===== src/common/lstm_config.svh =====
`ifndef LSTM_CONFIG_SVH
`define LSTM_CONFIG_SVH

// Q4.12 fixed-point word
`define DATA_WIDTH 16

// fraction bits of one word
`define FRAC_BITS 12

// hidden neurons, lanes per row and rows per layer
// must stay a power of two for the adder tree
`define ARRAY_DEPTH 64

// input register plus the two multiplier stages
`define MUL_STAGES 3

`endif


===== src/common/lstm_pkg.sv =====
`include "lstm_config.svh"

package lstm_pkg;

	// one signed Q4.12 word
	typedef logic signed [`DATA_WIDTH-1:0] fixed_t;

	// row number within a layer
	typedef logic [$clog2(`ARRAY_DEPTH)-1:0] row_index_t;

	// exact sum of ARRAY_DEPTH lane products
	typedef logic signed [`DATA_WIDTH+$clog2(`ARRAY_DEPTH)-1:0] tree_sum_t;

endpackage


===== src/vecmat/vecmat_add_tree.sv =====
`timescale 1ns/1ps
`include "lstm_config.svh"

module vecmat_add_tree (
	input  logic                                 clk,
	input  lstm_pkg::fixed_t [`ARRAY_DEPTH-1:0] terms,
	output lstm_pkg::fixed_t                     sum
);

	import lstm_pkg::*;

	localparam int TREE_STAGES = $clog2(`ARRAY_DEPTH);
	localparam int DW          = `DATA_WIDTH;

	localparam tree_sum_t SUM_MAX = (tree_sum_t'(1) <<< (DW - 1)) - tree_sum_t'(1);
	localparam tree_sum_t SUM_MIN = -(tree_sum_t'(1) <<< (DW - 1));

	tree_sum_t total; // full precision result of the last pair

	function automatic fixed_t saturate(input tree_sum_t value);
		fixed_t result;
		if (value > SUM_MAX) begin
			result = SUM_MAX[DW-1:0];
		end else if (value < SUM_MIN) begin
			result = SUM_MIN[DW-1:0];
		end else begin
			result = value[DW-1:0];
		end
		return result;
	endfunction

	// all but the last stage, each halves the node count
	genvar s;
	generate
		for (s = 0; s < TREE_STAGES - 1; s++) begin : g_stage
			localparam int NODES = `ARRAY_DEPTH >> (s + 1);

			tree_sum_t node [NODES];

			if (s == 0) begin : g_first
				always_ff @(posedge clk) begin
					for (int i = 0; i < NODES; i++) begin
						node[i] <= tree_sum_t'(terms[2*i]) + tree_sum_t'(terms[2*i+1]);
					end
				end
			end else begin : g_inner
				always_ff @(posedge clk) begin
					for (int i = 0; i < NODES; i++) begin
						node[i] <= g_stage[s-1].node[2*i] + g_stage[s-1].node[2*i+1];
					end
				end
			end
		end

		// root pair comes straight from the inputs for a two lane array
		if (TREE_STAGES == 1) begin : g_root_direct
			assign total = tree_sum_t'(terms[0]) + tree_sum_t'(terms[1]);
		end else begin : g_root
			assign total = g_stage[TREE_STAGES-2].node[0] + g_stage[TREE_STAGES-2].node[1];
		end
	endgenerate

	// clamp before the output register
	always_ff @(posedge clk) begin
		sum <= saturate(total);
	end

endmodule


===== config.mk =====
export PLATFORM = sky130hd
export DESIGN_NAME = vecmat_add_tree
export DESIGN_NICKNAME = d
export VERILOG_FILES = /design/src/common/lstm_pkg.sv /design/src/vecmat/vecmat_add_tree.sv
export VERILOG_INCLUDE_DIRS = /design/src /design/src/common
export SDC_FILE = /design/constraint.sdc
export NUM_CORES = 2
export LEC_CHECK = 0
export BUFFER_PORTS_ARGS = -buffer_cell sky130_fd_sc_hd__buf_2
export CORE_AREA = 3 3 400 402
export CTS_CLUSTER_DIAMETER = 40
export CTS_CLUSTER_SIZE = 30
export DETAILED_ROUTE_END_ITERATION = 6
export DIE_AREA = 0 0 403 405
export GPL_TIMING_DRIVEN = 0
export PLACE_DENSITY = 0.66
export SLEW_MARGIN = 15
export SYNTH_ARGS = -nofsm -noshare
export SYNTH_HDL_FRONTEND = slang
export SYNTH_SLANG_ARGS = --single-unit

===== constraint.sdc =====
create_clock -name clk -period 5.8 [get_ports clk]
set_clock_uncertainty 0.05 [all_clocks]
set_input_delay 0.87 -clock clk [delete_from_list [all_inputs] [get_ports clk]]
set_output_delay 0.87 -clock clk [all_outputs]
set_load 0.03 [all_outputs]

# Word-level counts from Yosys, hierarchy flattened
# Memory sizes are Yosys's and may differ from the RTL's.
# Cells that the tools add are included.
# Widths: inputs -> output; s select.
[totals]
mem_bits_ro = 0
ramBits = 1364
n_memories = 5
word_cells = 72
ff_bits = 16
latch_bits = 0
[classes]
shift = 0
n_div = 0
n_bitwise = 0
magnitude_cmp = 2
n_addsub = 63
n_eq_ne = 0
muxes = 1
n_reduce_logical = 0
n_mul = 0
[memory_table]
columns = ["name", "depth", "width", "read_ports", "rd_clocked_by_memory_dff", "wr", "line", "source"]
rows = [
  ["g_stage[0].node", 32, 22, 32, 0, 32, "vecmat_add_tree.sv:38", "tree_sum_t node [NODES];"],
  ["g_stage[1].node", 16, 22, 16, 0, 16, "vecmat_add_tree.sv:38", ""],
  ["g_stage[2].node", 8, 22, 8, 0, 8, "vecmat_add_tree.sv:38", ""],
  ["g_stage[3].node", 4, 22, 4, 0, 4, "vecmat_add_tree.sv:38", ""],
  ["g_stage[4].node", 2, 22, 2, 0, 2, "vecmat_add_tree.sv:38", ""],
]
[op_table]
columns = ["operator", "n"]
rows = [
  ["$add 22x22->22", 31],
  ["$add 16x16->17", 32],
  ["$gt 22x16->1 const B", 1],
  ["$lt 22x16->1 const B", 1],
  ["$mux 16", 1],
]

# Logic depth before layout (Yosys ltp)
[logic_depth]
word_depth = 3
ltp_mapped = 12
depth_no_buf = 12

# Worst setup path after synthesis
# Ideal clock, no wire load.
[synth_path]
path_type = "in2reg"
start = "input terms[1] in the netlist's numbering"
end = "memory g_stage[0].node[0][15] in the netlist's numbering"
path_buffers = 0
required_time_ps = 5678
slack_ps = 2694
setup_ps = 72
arrival_time_ps = 2984
stages = 10
cell_sequence = "ha_1 a21o_1 a21o_1 a21oi_1 o21ai_1 a2111oi_0 nor3_1 or3_1 a21oi_1 xnor2_1"
[synth_rtl]
columns = ["item", "line", "source"]
rows = [
  ["start, declared", "vecmat_add_tree.sv:6", "input lstm_pkg::fixed_t [`ARRAY_DEPTH-1:0] terms,"],
  ["end, declared", "vecmat_add_tree.sv:38", ""],
]

==> results.toml <==
[floorplanning]
initial_core_util_pct = 46.1
design.core.area_um2 = 156000
fp.dieArea_um2 = 163000
dieHeight_um = 405
die_x_um = 403
rows = 145
ioPinCount = 1041

[cts]
cts-htree-levels = 4
postCtsSetupBuffers = 0
clkTransAtPathRegs_ns = 0.05
cts_tree = "done"
clock-sinks = 1220
cts_buffers = 176
clock_latency_ns = 0.79
ctsResizeCount = 0
cts_root_buf = "clkbuf_16"
cts_hold_buf = 0
clockBufferDepth = 3

[placed_design]
dpl.hpwl_um = 169000
portBuffers = 1040
globalplace.congestion = 0.929

[yosys]
synth_compound_area_share_pct = 17.9
synthXorXnorAreaFrac_pct = 9.40
ys_ff_latch = 1220
yosys.area_share.simple_pct = 15.2
synth_seq_area_share_pct = 33.9
netlist_instances = 7947
synth.area.mux_share_pct = 0.187
postSynthAreaPerCell_um2 = 9.07
ys.flop_type = "dfxtp_1"
yosysMostFrequentCell = "dfxtp_1"
synth_common_cells = "dfxtp_1, ha_1, nor2_1, xnor2_1, a21oi_1"
netlist.area_leader.share_pct = 33.9
async_flop_share_pct = 0
synthAdderAreaFrac_pct = 20.8
synthesis.nets = 10100
synthTopCellsByArea = "dfxtp_1, ha_1, xnor2_1"
yosysWarnings = 0
netlist_area_um2 = 72100
yosys.area.top_type = "dfxtp_1"
synth_edf_count = 0
synth_cell_types = 84
synth_top_family_by_area = "adder cells"

[final_layout]
area_growth_pct = 19.8
drive_gt1_share_pct = 15.4
num-nets-final = 11400

[detailed_routing]
drc = 0
first_pass_iters = 6
drtAntennaViolNets = 0
wl_um = 203000
routedWlPerCell_um = 17.9
drt-initial-drc-count = 3277
viasPerCell = 5.33
vias = 60700

[setup_path]
cp-end-kind = "register"
worst-endpoint-arrival_ns = 4.05
cpPeakStageDelay_ns = 0.48
timing.rr.start = "g_stage[4].node[0][0]"
crit_chain = "buf_2, ha_1, inv_1, fa_1, nor2b_1, o21ai_0, a21boi_0, o21ai_0, a21oi_1, a41oi_1, a21oi_1, a41o_1, nor3_1"
r2r_setup_slack_ns = 2.33
cp.required_ns = 6.36
path_class = "in2reg"
ff2ff_path_depth = 12
slowest_stage = "a41oi_1"
critPathLaunchType = "input pin"
worstReg2RegEnd = "sum[13]"
path_max_fanout = 3

[power]
power_leakage_nw = 41.3
powerDensity_nw_per_um2 = 588
finalPower_mw = 50.8
vdd_drop_max_mv = 0.388

[timing]
slew_viol_final = 0
slew_headroom_pct = 25.9
final.period_utilization_pct = 60.0
tightestPinTransition_ns = 1.08
tns_ns = 0
rsz0062_at_grt = "no"
hold_violations = 0
period_needed_ns = 3.48
setup_violations = 0
max_freq_mhz = 287

[min_path]
hold-path-endpoint = "g_stage[0].node[1][44]"
hold-path-cell-count = 2
hp-class = "in2reg"
hold_path_startpoint = "terms[592]"

[global_route]
overflow = 0
grt_pass1_vias = 59500
grt_max_degree = 17
antenna_found_initial = 39
gr-usage-all-layers_pct = 23.9
grt_pass1_wl_um = 311000

[flow_run]
cap_violations = 0

[status]
outcome = "finished, final reports clean"
[per-stage QoR]
step / utilization [%] / hold slack (ns) / setup WS, ns / std cells / instance area (µm²)
6_report: 55.2 / 0.251 / 2.32 / 11400 / 86400
5_1_grt: 55.2 / 0.221 / 2.12 / 11400 / 86400
4_1_cts: 55.2 / 0.169 / 2.33 / 11400 / 86300
3_5_place_dp: 51.1 / 0.386 / 1.57 / 11000 / 79900
3_3_place_gp: 51.1 / 0.389 / 1.56 / 11000 / 79900
2_1_floorplan: - / 0.370 / 2.69 / 7947 / 72100
[registers in the layout (all words and copies together) (netlist names)]
name and cells:
g_stage.node 1204, sum 16
[cell families (layout without fill, tap and decap cells)]
| logic type | Yosys count | after routing |
|---|---|---|
| adders and majority gates | 1162 | 1162 |
| buffers and inverters | 500 | 1873 |
| xor gates and xnor gates | 773 | 773 |
| DFF | 1220 | 1220 |
| other | 0 | 13 |
| and+or+nand+nor | 2286 | 2286 |
| AOI/OAI and AO/OA | 1993 | 1993 |
| muxes | 13 | 13 |
[worst max path at each step]
stage,startpoint,to,slack (ns)
after detailed placement,terms[896],g_stage[0].node[1][278],1.57
after global routing,terms[960],g_stage[0].node[1][322],2.12
after global placement,terms[896],g_stage[0].node[1][278],1.56
after floorplan,terms[1],g_stage[0].node[0][15],2.69
final,terms[896],g_stage[0].node[1][278],2.32
after CTS,g_stage[4].node[0][0],sum[8],2.33
[final cells by class]
class,count,area (µm²)
Clock inverter,142,1880
Clock buffer,191,4590
Multi-Input combinational cell,6227,45800
Fill cell,14300,70000
Tap cell,2058,2570
Timing Repair Buffer,1040,5200
Sequential cell,1220,24400
Buffer,16,75.1
Antenna cell,13,32.5
Inverter,484,1820
[worst max-delay path, delay by kind of cell]
family / cells / cell delay, ns
compound gates: 7 / 1.98
fa+ha+maj: 2 / 0.54
simple gates: 2 / 0.49
buf+inv: 2 / 0.17
[power breakdown]
group          internal (mW)  switching, mW
logic                   11.3           14.3
clock network           6.92           4.41
registers               12.1           1.80
[placed cells by master (no fill, tap or decap), types with 164 or more instances in the layout]
| cell | netlist | layout |
|---|---|---|
| buf_2 | 0 | 1040 |
| ha_1 | 1099 | 1099 |
| xnor2_1 | 581 | 581 |
| inv_1 | 484 | 484 |
| clkbuf_16 | 0 | 178 |
| o21ai_0 | 437 | 437 |
| nand3_1 | 237 | 237 |
| nor3_1 | 230 | 230 |
| nor2_1 | 627 | 627 |
| xor2_1 | 191 | 191 |
| a21oi_1 | 554 | 554 |
| nand2_1 | 523 | 523 |
| nor2b_1 | 170 | 170 |
| a21o_1 | 249 | 249 |
| or3_1 | 164 | 164 |
| dfxtp_1 | 1220 | 1220 |
[routing by layer]
layer  vias to the layer above  wire [µm]  track usage, %
li1                      31000          -               -
met3                       287       9190            3.73
met5                         -        139               0
met1                     28000      90200            30.0
met4                        22       5130            6.92
met2                      1360      98700            42.3
Note: power is estimated with default switching activity, not from simulation.
