--- src/common/lstm_config.svh ---
`ifndef LSTM_CONFIG_SVH
`define LSTM_CONFIG_SVH

// Q4.12 fixed-point word
`define DATA_WIDTH 16

// fraction bits of one word
`define FRAC_BITS 12

// hidden neurons, lanes per row and rows per layer
// must stay a power of two for the adder tree
`define ARRAY_DEPTH 64

// input register plus the two multiplier stages
`define MUL_STAGES 3

`endif

--- src/common/lstm_pkg.sv ---
`include "lstm_config.svh"

package lstm_pkg;

	// one signed Q4.12 word
	typedef logic signed [`DATA_WIDTH-1:0] fixed_t;

	// row number within a layer
	typedef logic [$clog2(`ARRAY_DEPTH)-1:0] row_index_t;

	// exact sum of ARRAY_DEPTH lane products
	typedef logic signed [`DATA_WIDTH+$clog2(`ARRAY_DEPTH)-1:0] tree_sum_t;

endpackage

--- src/source/row_sequencer.sv ---
`timescale 1ns/1ps
`include "lstm_config.svh"

module row_sequencer (
	input  logic                 clk,
	input  logic                 reset,
	input  logic                 row_valid,
	output logic                 dot_valid,
	output lstm_pkg::row_index_t dot_index,
	output logic                 layer_done
);

	import lstm_pkg::*;

	localparam int TREE_STAGES = $clog2(`ARRAY_DEPTH);
	localparam int LATENCY     = `MUL_STAGES + TREE_STAGES;

	localparam row_index_t LAST_ROW = row_index_t'(`ARRAY_DEPTH - 1);

	logic [LATENCY-1:0] valid_pipe; // one bit per row in flight
	row_index_t         row_count;

	// tracks the datapath latency only, no data passes here
	always_ff @(posedge clk) begin
		if (!reset) begin
			valid_pipe <= '0;
		end else begin
			valid_pipe <= {valid_pipe[LATENCY-2:0], row_valid};
		end
	end

	assign dot_valid = valid_pipe[LATENCY-1];

	always_ff @(posedge clk) begin
		if (!reset) begin
			row_count <= '0;
		end else if (dot_valid) begin
			if (row_count == LAST_ROW) begin
				row_count <= '0; // next layer
			end else begin
				row_count <= row_count + row_index_t'(1);
			end
		end
	end

	assign dot_index  = row_count;
	assign layer_done = dot_valid && (row_count == LAST_ROW);

endmodule

--- config.mk ---
export PLATFORM = sky130hd
export DESIGN_NAME = row_sequencer
export DESIGN_NICKNAME = d
export VERILOG_FILES = /design/src/common/lstm_pkg.sv /design/src/source/row_sequencer.sv
export VERILOG_INCLUDE_DIRS = /design/src /design/src/common
export SDC_FILE = /design/constraint.sdc
export NUM_CORES = 1
export LEC_CHECK = 0
export CORE_AREA = 3 3 40 42
export DETAILED_ROUTE_END_ITERATION = 8
export DIE_AREA = 0 0 43 45
export DONT_BUFFER_PORTS = 1
export PLACE_DENSITY_LB_ADDON = 0.25
export SETUP_SLACK_MARGIN = 0.1
export SYNTH_ARGS = -nofsm -noshare
export SYNTH_HDL_FRONTEND = slang
export SYNTH_SLANG_ARGS = --single-unit
export TNS_END_PERCENT = 5
--- constraint.sdc ---
create_clock -name clk -period 2.7 [get_ports clk]
set_clock_uncertainty 0.1 [all_clocks]
set_input_delay 0.54 -clock clk [delete_from_list [all_inputs] [get_ports clk]]
set_output_delay 0.54 -clock clk [all_outputs]
set_load 0.1 [all_outputs]
Yosys cells after proc, flatten, opt, wreduce, memory -nomap -nowiden

Cells that the tools add are included.

$add $sub $neg: 1
Eq/ne operators: 1
Multiplexer cells: 1
Reductions and logical operators: 1

Operators with widths:

| cell                                                           | count |
|---|---|
| 6-bit by 1-bit adder with 6-bit output (second input constant) | 1 |
| 6-bit equality test (second input constant)                    | 1 |
| 6-bit 2-to-1 mux                                               | 1 |
| 1-bit logical AND                                              | 1 |

Register bits after elaboration: 15
Input port bits: 3
Word-level logic and storage cells: 6

Logic depth before layout (Yosys ltp)

Gate-level depths: netlist (run 1).

Depth after elaboration: 2
Gate-level depth with buffers: 4
Gate-level depth less buffers: 4

Least setup slack after synthesis (run 1)

No wires, ideal clock.

Kind: reg-to-output
From: reg row_count[0] (netlist: dot_index[0])
To: out layer_done
Data arrival time: 2.830 ns
Data required time: 2.060 ns
Setup slack: -0.770 ns
Stages on the path, launching flop included: 4
Buffers on the path: 0
Path through: dfxtp_1 -> ha_1 -> nand4_2 -> nor2_1

Word-level cells in the longest chain between the ends: 2

RTL lines:

| element                  | RTL line            | RTL |
|---|---|---|
| start: declaration       | row_sequencer.sv:21 | `row_index_t row_count;` |
| start signal: assignment | row_sequencer.sv:41 | `row_count <= row_count + row_index_t'(1);` |
| 6-bit equality test      | row_sequencer.sv:47 | `assign layer_done = dot_valid && (row_count == LAST_ROW);` |
| 1-bit logical AND        | row_sequencer.sv:47 |  |
| end: declaration         | row_sequencer.sv:10 | `output logic layer_done` |

Every way passes these cells.

Worst setup path after layout (run 1)

Ends and elaborated chain as after synthesis.

==> results of run 1 <==
[sequential cells by signal, summed over array words and instances (netlist names)]
register and flops:
dot_index 6, valid_pipe 9
[where the power goes]
| group | switching (mW) | total [mW] | internal (mW) |
|---|---|---|---|
| Combinational | 0.00127 | 0.00299 | 0.00173 |
| Clock | 0.0625 | 0.120 | 0.0572 |
| Sequential | 0.000452 | 0.224 | 0.223 |
| Total | 0.0642 | 0.346 | 0.282 |
[logic make-up after synthesis]
logic type,after synthesis,synth area share [%]
muxes,1,1.91
adders and majority gates,1,2.39
DFF,15,57.4
and+or+nand+nor,21,24.4
buffers and inverters,2,2.87
xor gates and xnor gates,4,6.70
AOI/OAI and AO/OA,4,4.31
[layer usage]
metal / share of wire (%) / vias up
met3: 7.5 / 0
met1: 42 / 168
met2: 50 / 9
li1: - / 179
met4: 0 / 0
met5: 0 / -
[final cells by class]
type	count	area (sq um)
clock buffer	4	26.3
fill	132	649
multi-input combinational	31	215
sequential	15	303
tap	15	18.8
timing repair buffer	8	72.6
[worst max path at each step]
stage	to	slack, ps	depth (start not counted)	from
2_1_floorplan	layer_done	160	3	valid_pipe[8]
3_3_place_gp	layer_done	1000	4	dot_index[5]
3_5_place_dp	layer_done	990	4	dot_index[5]
4_1_cts	layer_done	670	4	dot_index[0]
5_1_grt	layer_done	590	4	dot_index[0]
6_report	layer_done	680	4	dot_index[0]
[stage by stage]
stage / cells / util [%]
finish: 73 / 49.5
global route: 73 / 49.5
CTS: 73 / 49.5
detailed placement: 69 / 47.4
global placement: 69 / 47.4
floorplan: 48 / -
[worst reg2reg max path, delay by kind of cell, from the launching register on]
family	cells	cell delay, ps
AO/OA/AOI/OAI	2	300
flip-flops	1	360
AND/OR/NAND/NOR	1	190
buffers and inverters	1	340
[placed cells by master (no fill, tap or decap)]
| cell | instances |
|---|---|
| dfxtp_1 | 13 |
| and2_1 | 11 |
| buf_4 | 7 |
| xnor2_1 | 3 |
| clkbuf_4 | 3 |
| nand2_1 | 2 |
| o21ai_1 | 2 |
| nor2_1 | 2 |
| nand4_1 | 2 |
| dfxtp_2 | 2 |
| nand4_2 | 1 |
| nor2_4 | 1 |
| mux2i_1 | 1 |
| nor2b_1 | 1 |
| nand4b_1 | 1 |
| a21oi_1 | 1 |
| o211ai_1 | 1 |
| xor2_1 | 1 |
| ha_1 | 1 |
| clkbuf_1 | 1 |
| buf_12 | 1 |
==> results.cfg, run 1 <==
[status]
status = complete, no violations

[worst_setup_path]
rr_worst_depth = 4
cp_slowest_cell = dfxtp_2
timing.rr.end = dot_index[5]
crit_type = register to output pin
r2r_slack_ps = 1300
cp_max_fo = 3
crit_buf_inv = 1
cp-start-kind = register
cp_top_family = simple AND/OR/NAND/NOR gates
crit_arrival_ps = 1380
critical_path_required_ps = 2060
endpoint_kind = output pin
cpPeakStageDelay_ps = 330
worstPathCellList = ha_1 > nand4_2 > nor2_4 > buf_12
r2r_start = valid_pipe[8]

[synthesis]
ys_seq_area_share_pct = 57.4
synth_area_per_cell_sq_um = 10.9
ys.flop_type = dfxtp_1
synth-edff-count = 0
synth-seq-cells = 15
yosysMostFrequentCell = dfxtp_1
synth_area_leaders = dfxtp_1 (57%), and2_1 (13%), xnor2_1 (5.0%)
synth_top_cells_by_count = dfxtp_1 (15), and2_1 (11), nor2_1 (3), xnor2_1 (3)
synth.cell_area_sq_um = 523
yosys_warnings = 0
synthArstFlopShare_pct = 0
synth_top_area_share_pct = 57.4
synth_fp_nets = 52
yosys.area.top_type = dfxtp_1
yosys.cell_types.count = 17
syn_inst = 48

[timing]
slew_headroom_pct = 77.3
fin_setup_tns_ps = 0
fmax_mhz = 496
worst_hold_slack_ps = 285
rsz0062_at_grt = false
finalHoldViolations = 0
drv_slew = 0
finalCriticalPeriod_ps = 2020
timing.final.ws_setup_ps = 684
finalSetupViolations = 0
timing.final.crit_share_pct = 74.7
worst_pin_slew_ps = 341

[route]
drc = 0
wirelength_microns = 949
vias = 356
route.detailed.wl_per_inst_microns = 13.0
avgViaCountPerCell = 4.88
drt-initial-drc-count = 2
firstDrtPassIters = 2
antenna_left = 0

[floorplan]
initial_utilization_pct = 40.7
row_count = 13
fp.coreArea_sq_um = 1280
io_pins = 11
fp.dieW_microns = 43
die_y_microns = 45
die_area_sq_um = 1940

[clocking]
cts_max_path_buffers = 2
cts-buffers-inserted = 3
hold_buffers = 0
cts_tree = done
post_cts_resized = 0
clkTransAtPathRegs_ps = 80
insertion_delay_ps = 270
cts.sinks = 15
postCtsSetupBuffers = 0
root_buffer = clkbuf_4
htree_levels = 1

[global_route]
grt.busiest_layer = met2
antenna_found_initial = 0
use_met2_pct = 18.9
grt_usage_pct = 11.4
grt_pass1_wl_mm = 1.59
grt_pass1_vias = 377
grtUsageMet3_pct = 4.38
grt_overflow = 0
use_met1_pct = 12.3
grt_max_degree = 16

[hold_path]
min-delay-start = reset
whs_path_depth = 1
hold_class = input port to register
worstHoldEndpoint = valid_pipe[7]

[power_and_ir_drop]
totalPowerFinal_mw = 0.346
p_per_area_nw_per_um2 = 545
irDropWorstVdd_mv = 0.271
p_leak_nw = 0.257

[run]
drv_cap = 0

[layout]
syn_to_final_growth_pct = 21.5
fin_nets = 63
stdcell_area_sq_um = 636
final_layout_size_suffix_gt1_share_pct = 25.9
antenna_cells = 0

[placed_design]
dp_hpwl_microns = 721
io_buffers = 0
placed_cell_area_sq_um = 609
globalplace.congestion = 0.774
pre_cts_slack_ps = 991
Power figures use the tool's default switching activity.
==> run 2, diff against run 1 <==
Clock period 2.7 ns to 1.9 ns, I/O delays scaled along.
==> run 2 against run 1 <==
Compared with the run above: sequential share of layout area increased by 0.25 points; highest routed layer is now met4; critical path depth is the same; critical path type unchanged; worst hold slack got worse by 160 ps; utilization up 3.6 points; largest cell class unchanged; register-to-register slack got worse by 650 ps; first-iteration DRC count grew to 2.5 times the previous value; sequential cell count is the same; via count shrank 0.56%; routed wire length is 7.3% lower; clock power increased by 43%; die area unchanged.
==> results.cfg, run 2 (synthesized netlist as in run 1, its figures left out) <==
[status]
status = complete, no violations

[floorplan]
die_area_sq_um = 1940
fp.dieW_microns = 43
fp.coreArea_sq_um = 1280
io_pins = 11
initial_utilization_pct = 40.7
die_y_microns = 45
row_count = 13

[clocking]
root_buffer = clkbuf_4
htree_levels = 1
cts-buffers-inserted = 3
insertion_delay_ps = 270
cts_tree = done
cts_max_path_buffers = 2
post_cts_resized = 0
postCtsSetupBuffers = 0
clkTransAtPathRegs_ps = 90
cts.sinks = 15
hold_buffers = 0

[route]
drt-initial-drc-count = 5
drc = 0
wirelength_microns = 880
firstDrtPassIters = 2
avgViaCountPerCell = 4.85
antenna_left = 0
vias = 354
route.detailed.wl_per_inst_microns = 12.1

[layout]
stdcell_area_sq_um = 682
mostFrequentLayoutCell = and2_1
fin_nets = 63
largest_reg_flops = 9
antenna_cells = 0
regMostFlops = valid_pipe
final_cell_mix = and2_1 (11), dfxtp_1 (8), dfxtp_4 (7), buf_4 (7)
fillers = 120
syn_to_final_growth_pct = 30.4
final_layout_size_suffix_gt1_share_pct = 37.9

[timing]
worst_pin_slew_ps = 324
slew_headroom_pct = 78.4
drv_slew = 0
finalHoldViolations = 0
finalCriticalPeriod_ps = 1690
timing.final.crit_share_pct = 88.8
finalSetupViolations = 0
fin_setup_tns_ps = 0
fmax_mhz = 593
rsz0062_at_grt = false

[worst_setup_path]
cp_max_fo = 3
endpoint_kind = output pin
crit_arrival_ps = 1210
cp-start-kind = register
crit_type = register to output pin
critical_path_required_ps = 1420

[placed_design]
placed_cell_area_sq_um = 654
io_buffers = 0
globalplace.congestion = 0.858
dp_hpwl_microns = 686

[global_route]
grt_pass1_wl_mm = 1.54
grt_overflow = 0
grt_usage_pct = 10.7
grt_pass1_vias = 374
antenna_found_initial = 0
grt_max_degree = 16

[hold_path]
hold_class = input port to register

[power_and_ir_drop]
irDropWorstVdd_mv = 0.444
p_per_area_nw_per_um2 = 709
p_leak_nw = 0.268

[run]
drv_cap = 0
-- run 2: path summary, 6_finish.rpt --
kind	startpoint	endpoint	slack (ps)	cells past startpoint
worst min-delay path	reset	valid_pipe[0]	120	1
worst max register to register	dot_index[0]	dot_index[3]	650	4
worst min register to register	valid_pipe[6]	valid_pipe[7]	340	1
worst max-delay path	dot_index[1]	layer_done	210	4
-- run 2: cell type report --
type / instances / area (sq um) / share of cell area, %
Clock inverter: 1 / 5.00 / 0.734
Timing Repair Buffer: 8 / 72.6 / 10.6
Multi-Input combinational cell: 31 / 236 / 34.7
Tap cell: 15 / 18.8 / 2.75
Clock buffer: 3 / 22.5 / 3.30
Sequential cell: 15 / 327 / 47.9
-- run 2: power breakdown --
| part | total [mW] | switching [mW] | internal, mW |
|---|---|---|---|
| logic | 0.00416 | 0.00171 | 0.00246 |
| registers | 0.308 | 0.000958 | 0.307 |
| clock network | 0.171 | 0.0933 | 0.0778 |
| total | 0.484 | 0.0960 | 0.388 |
-- run 2: worst max-delay path, stage by stage, from the launching register on --
cell and delay (ps):
dfxtp_4 360, ha_4 150, nand4_4 120, nor2_4 120
buf_12 180
-- run 2: routing by layer --
layer | track usage [%] | vias to the layer above | wire length [microns]
met1 | 11.5 | 165 | 367
met4 | 5.42 | 0 | 6
met2 | 19.2 | 7 | 446
met3 | 3.19 | 2 | 60
met5 | 0 | - | 0
li1 | - | 180 | -
-- run 2: stage by stage --
step	utilization [%]	hold WS [ps]	instances	power (mW)	setup slack, ps
2_1_floorplan	-	311	48	0.321	50.3
3_3_place_gp	50.9	316	69	0.320	527
3_5_place_dp	50.9	319	69	0.320	499
4_1_cts	53.1	112	73	0.493	194
5_1_grt	53.1	100	73	0.511	160
6_report	53.1	122	73	0.484	214
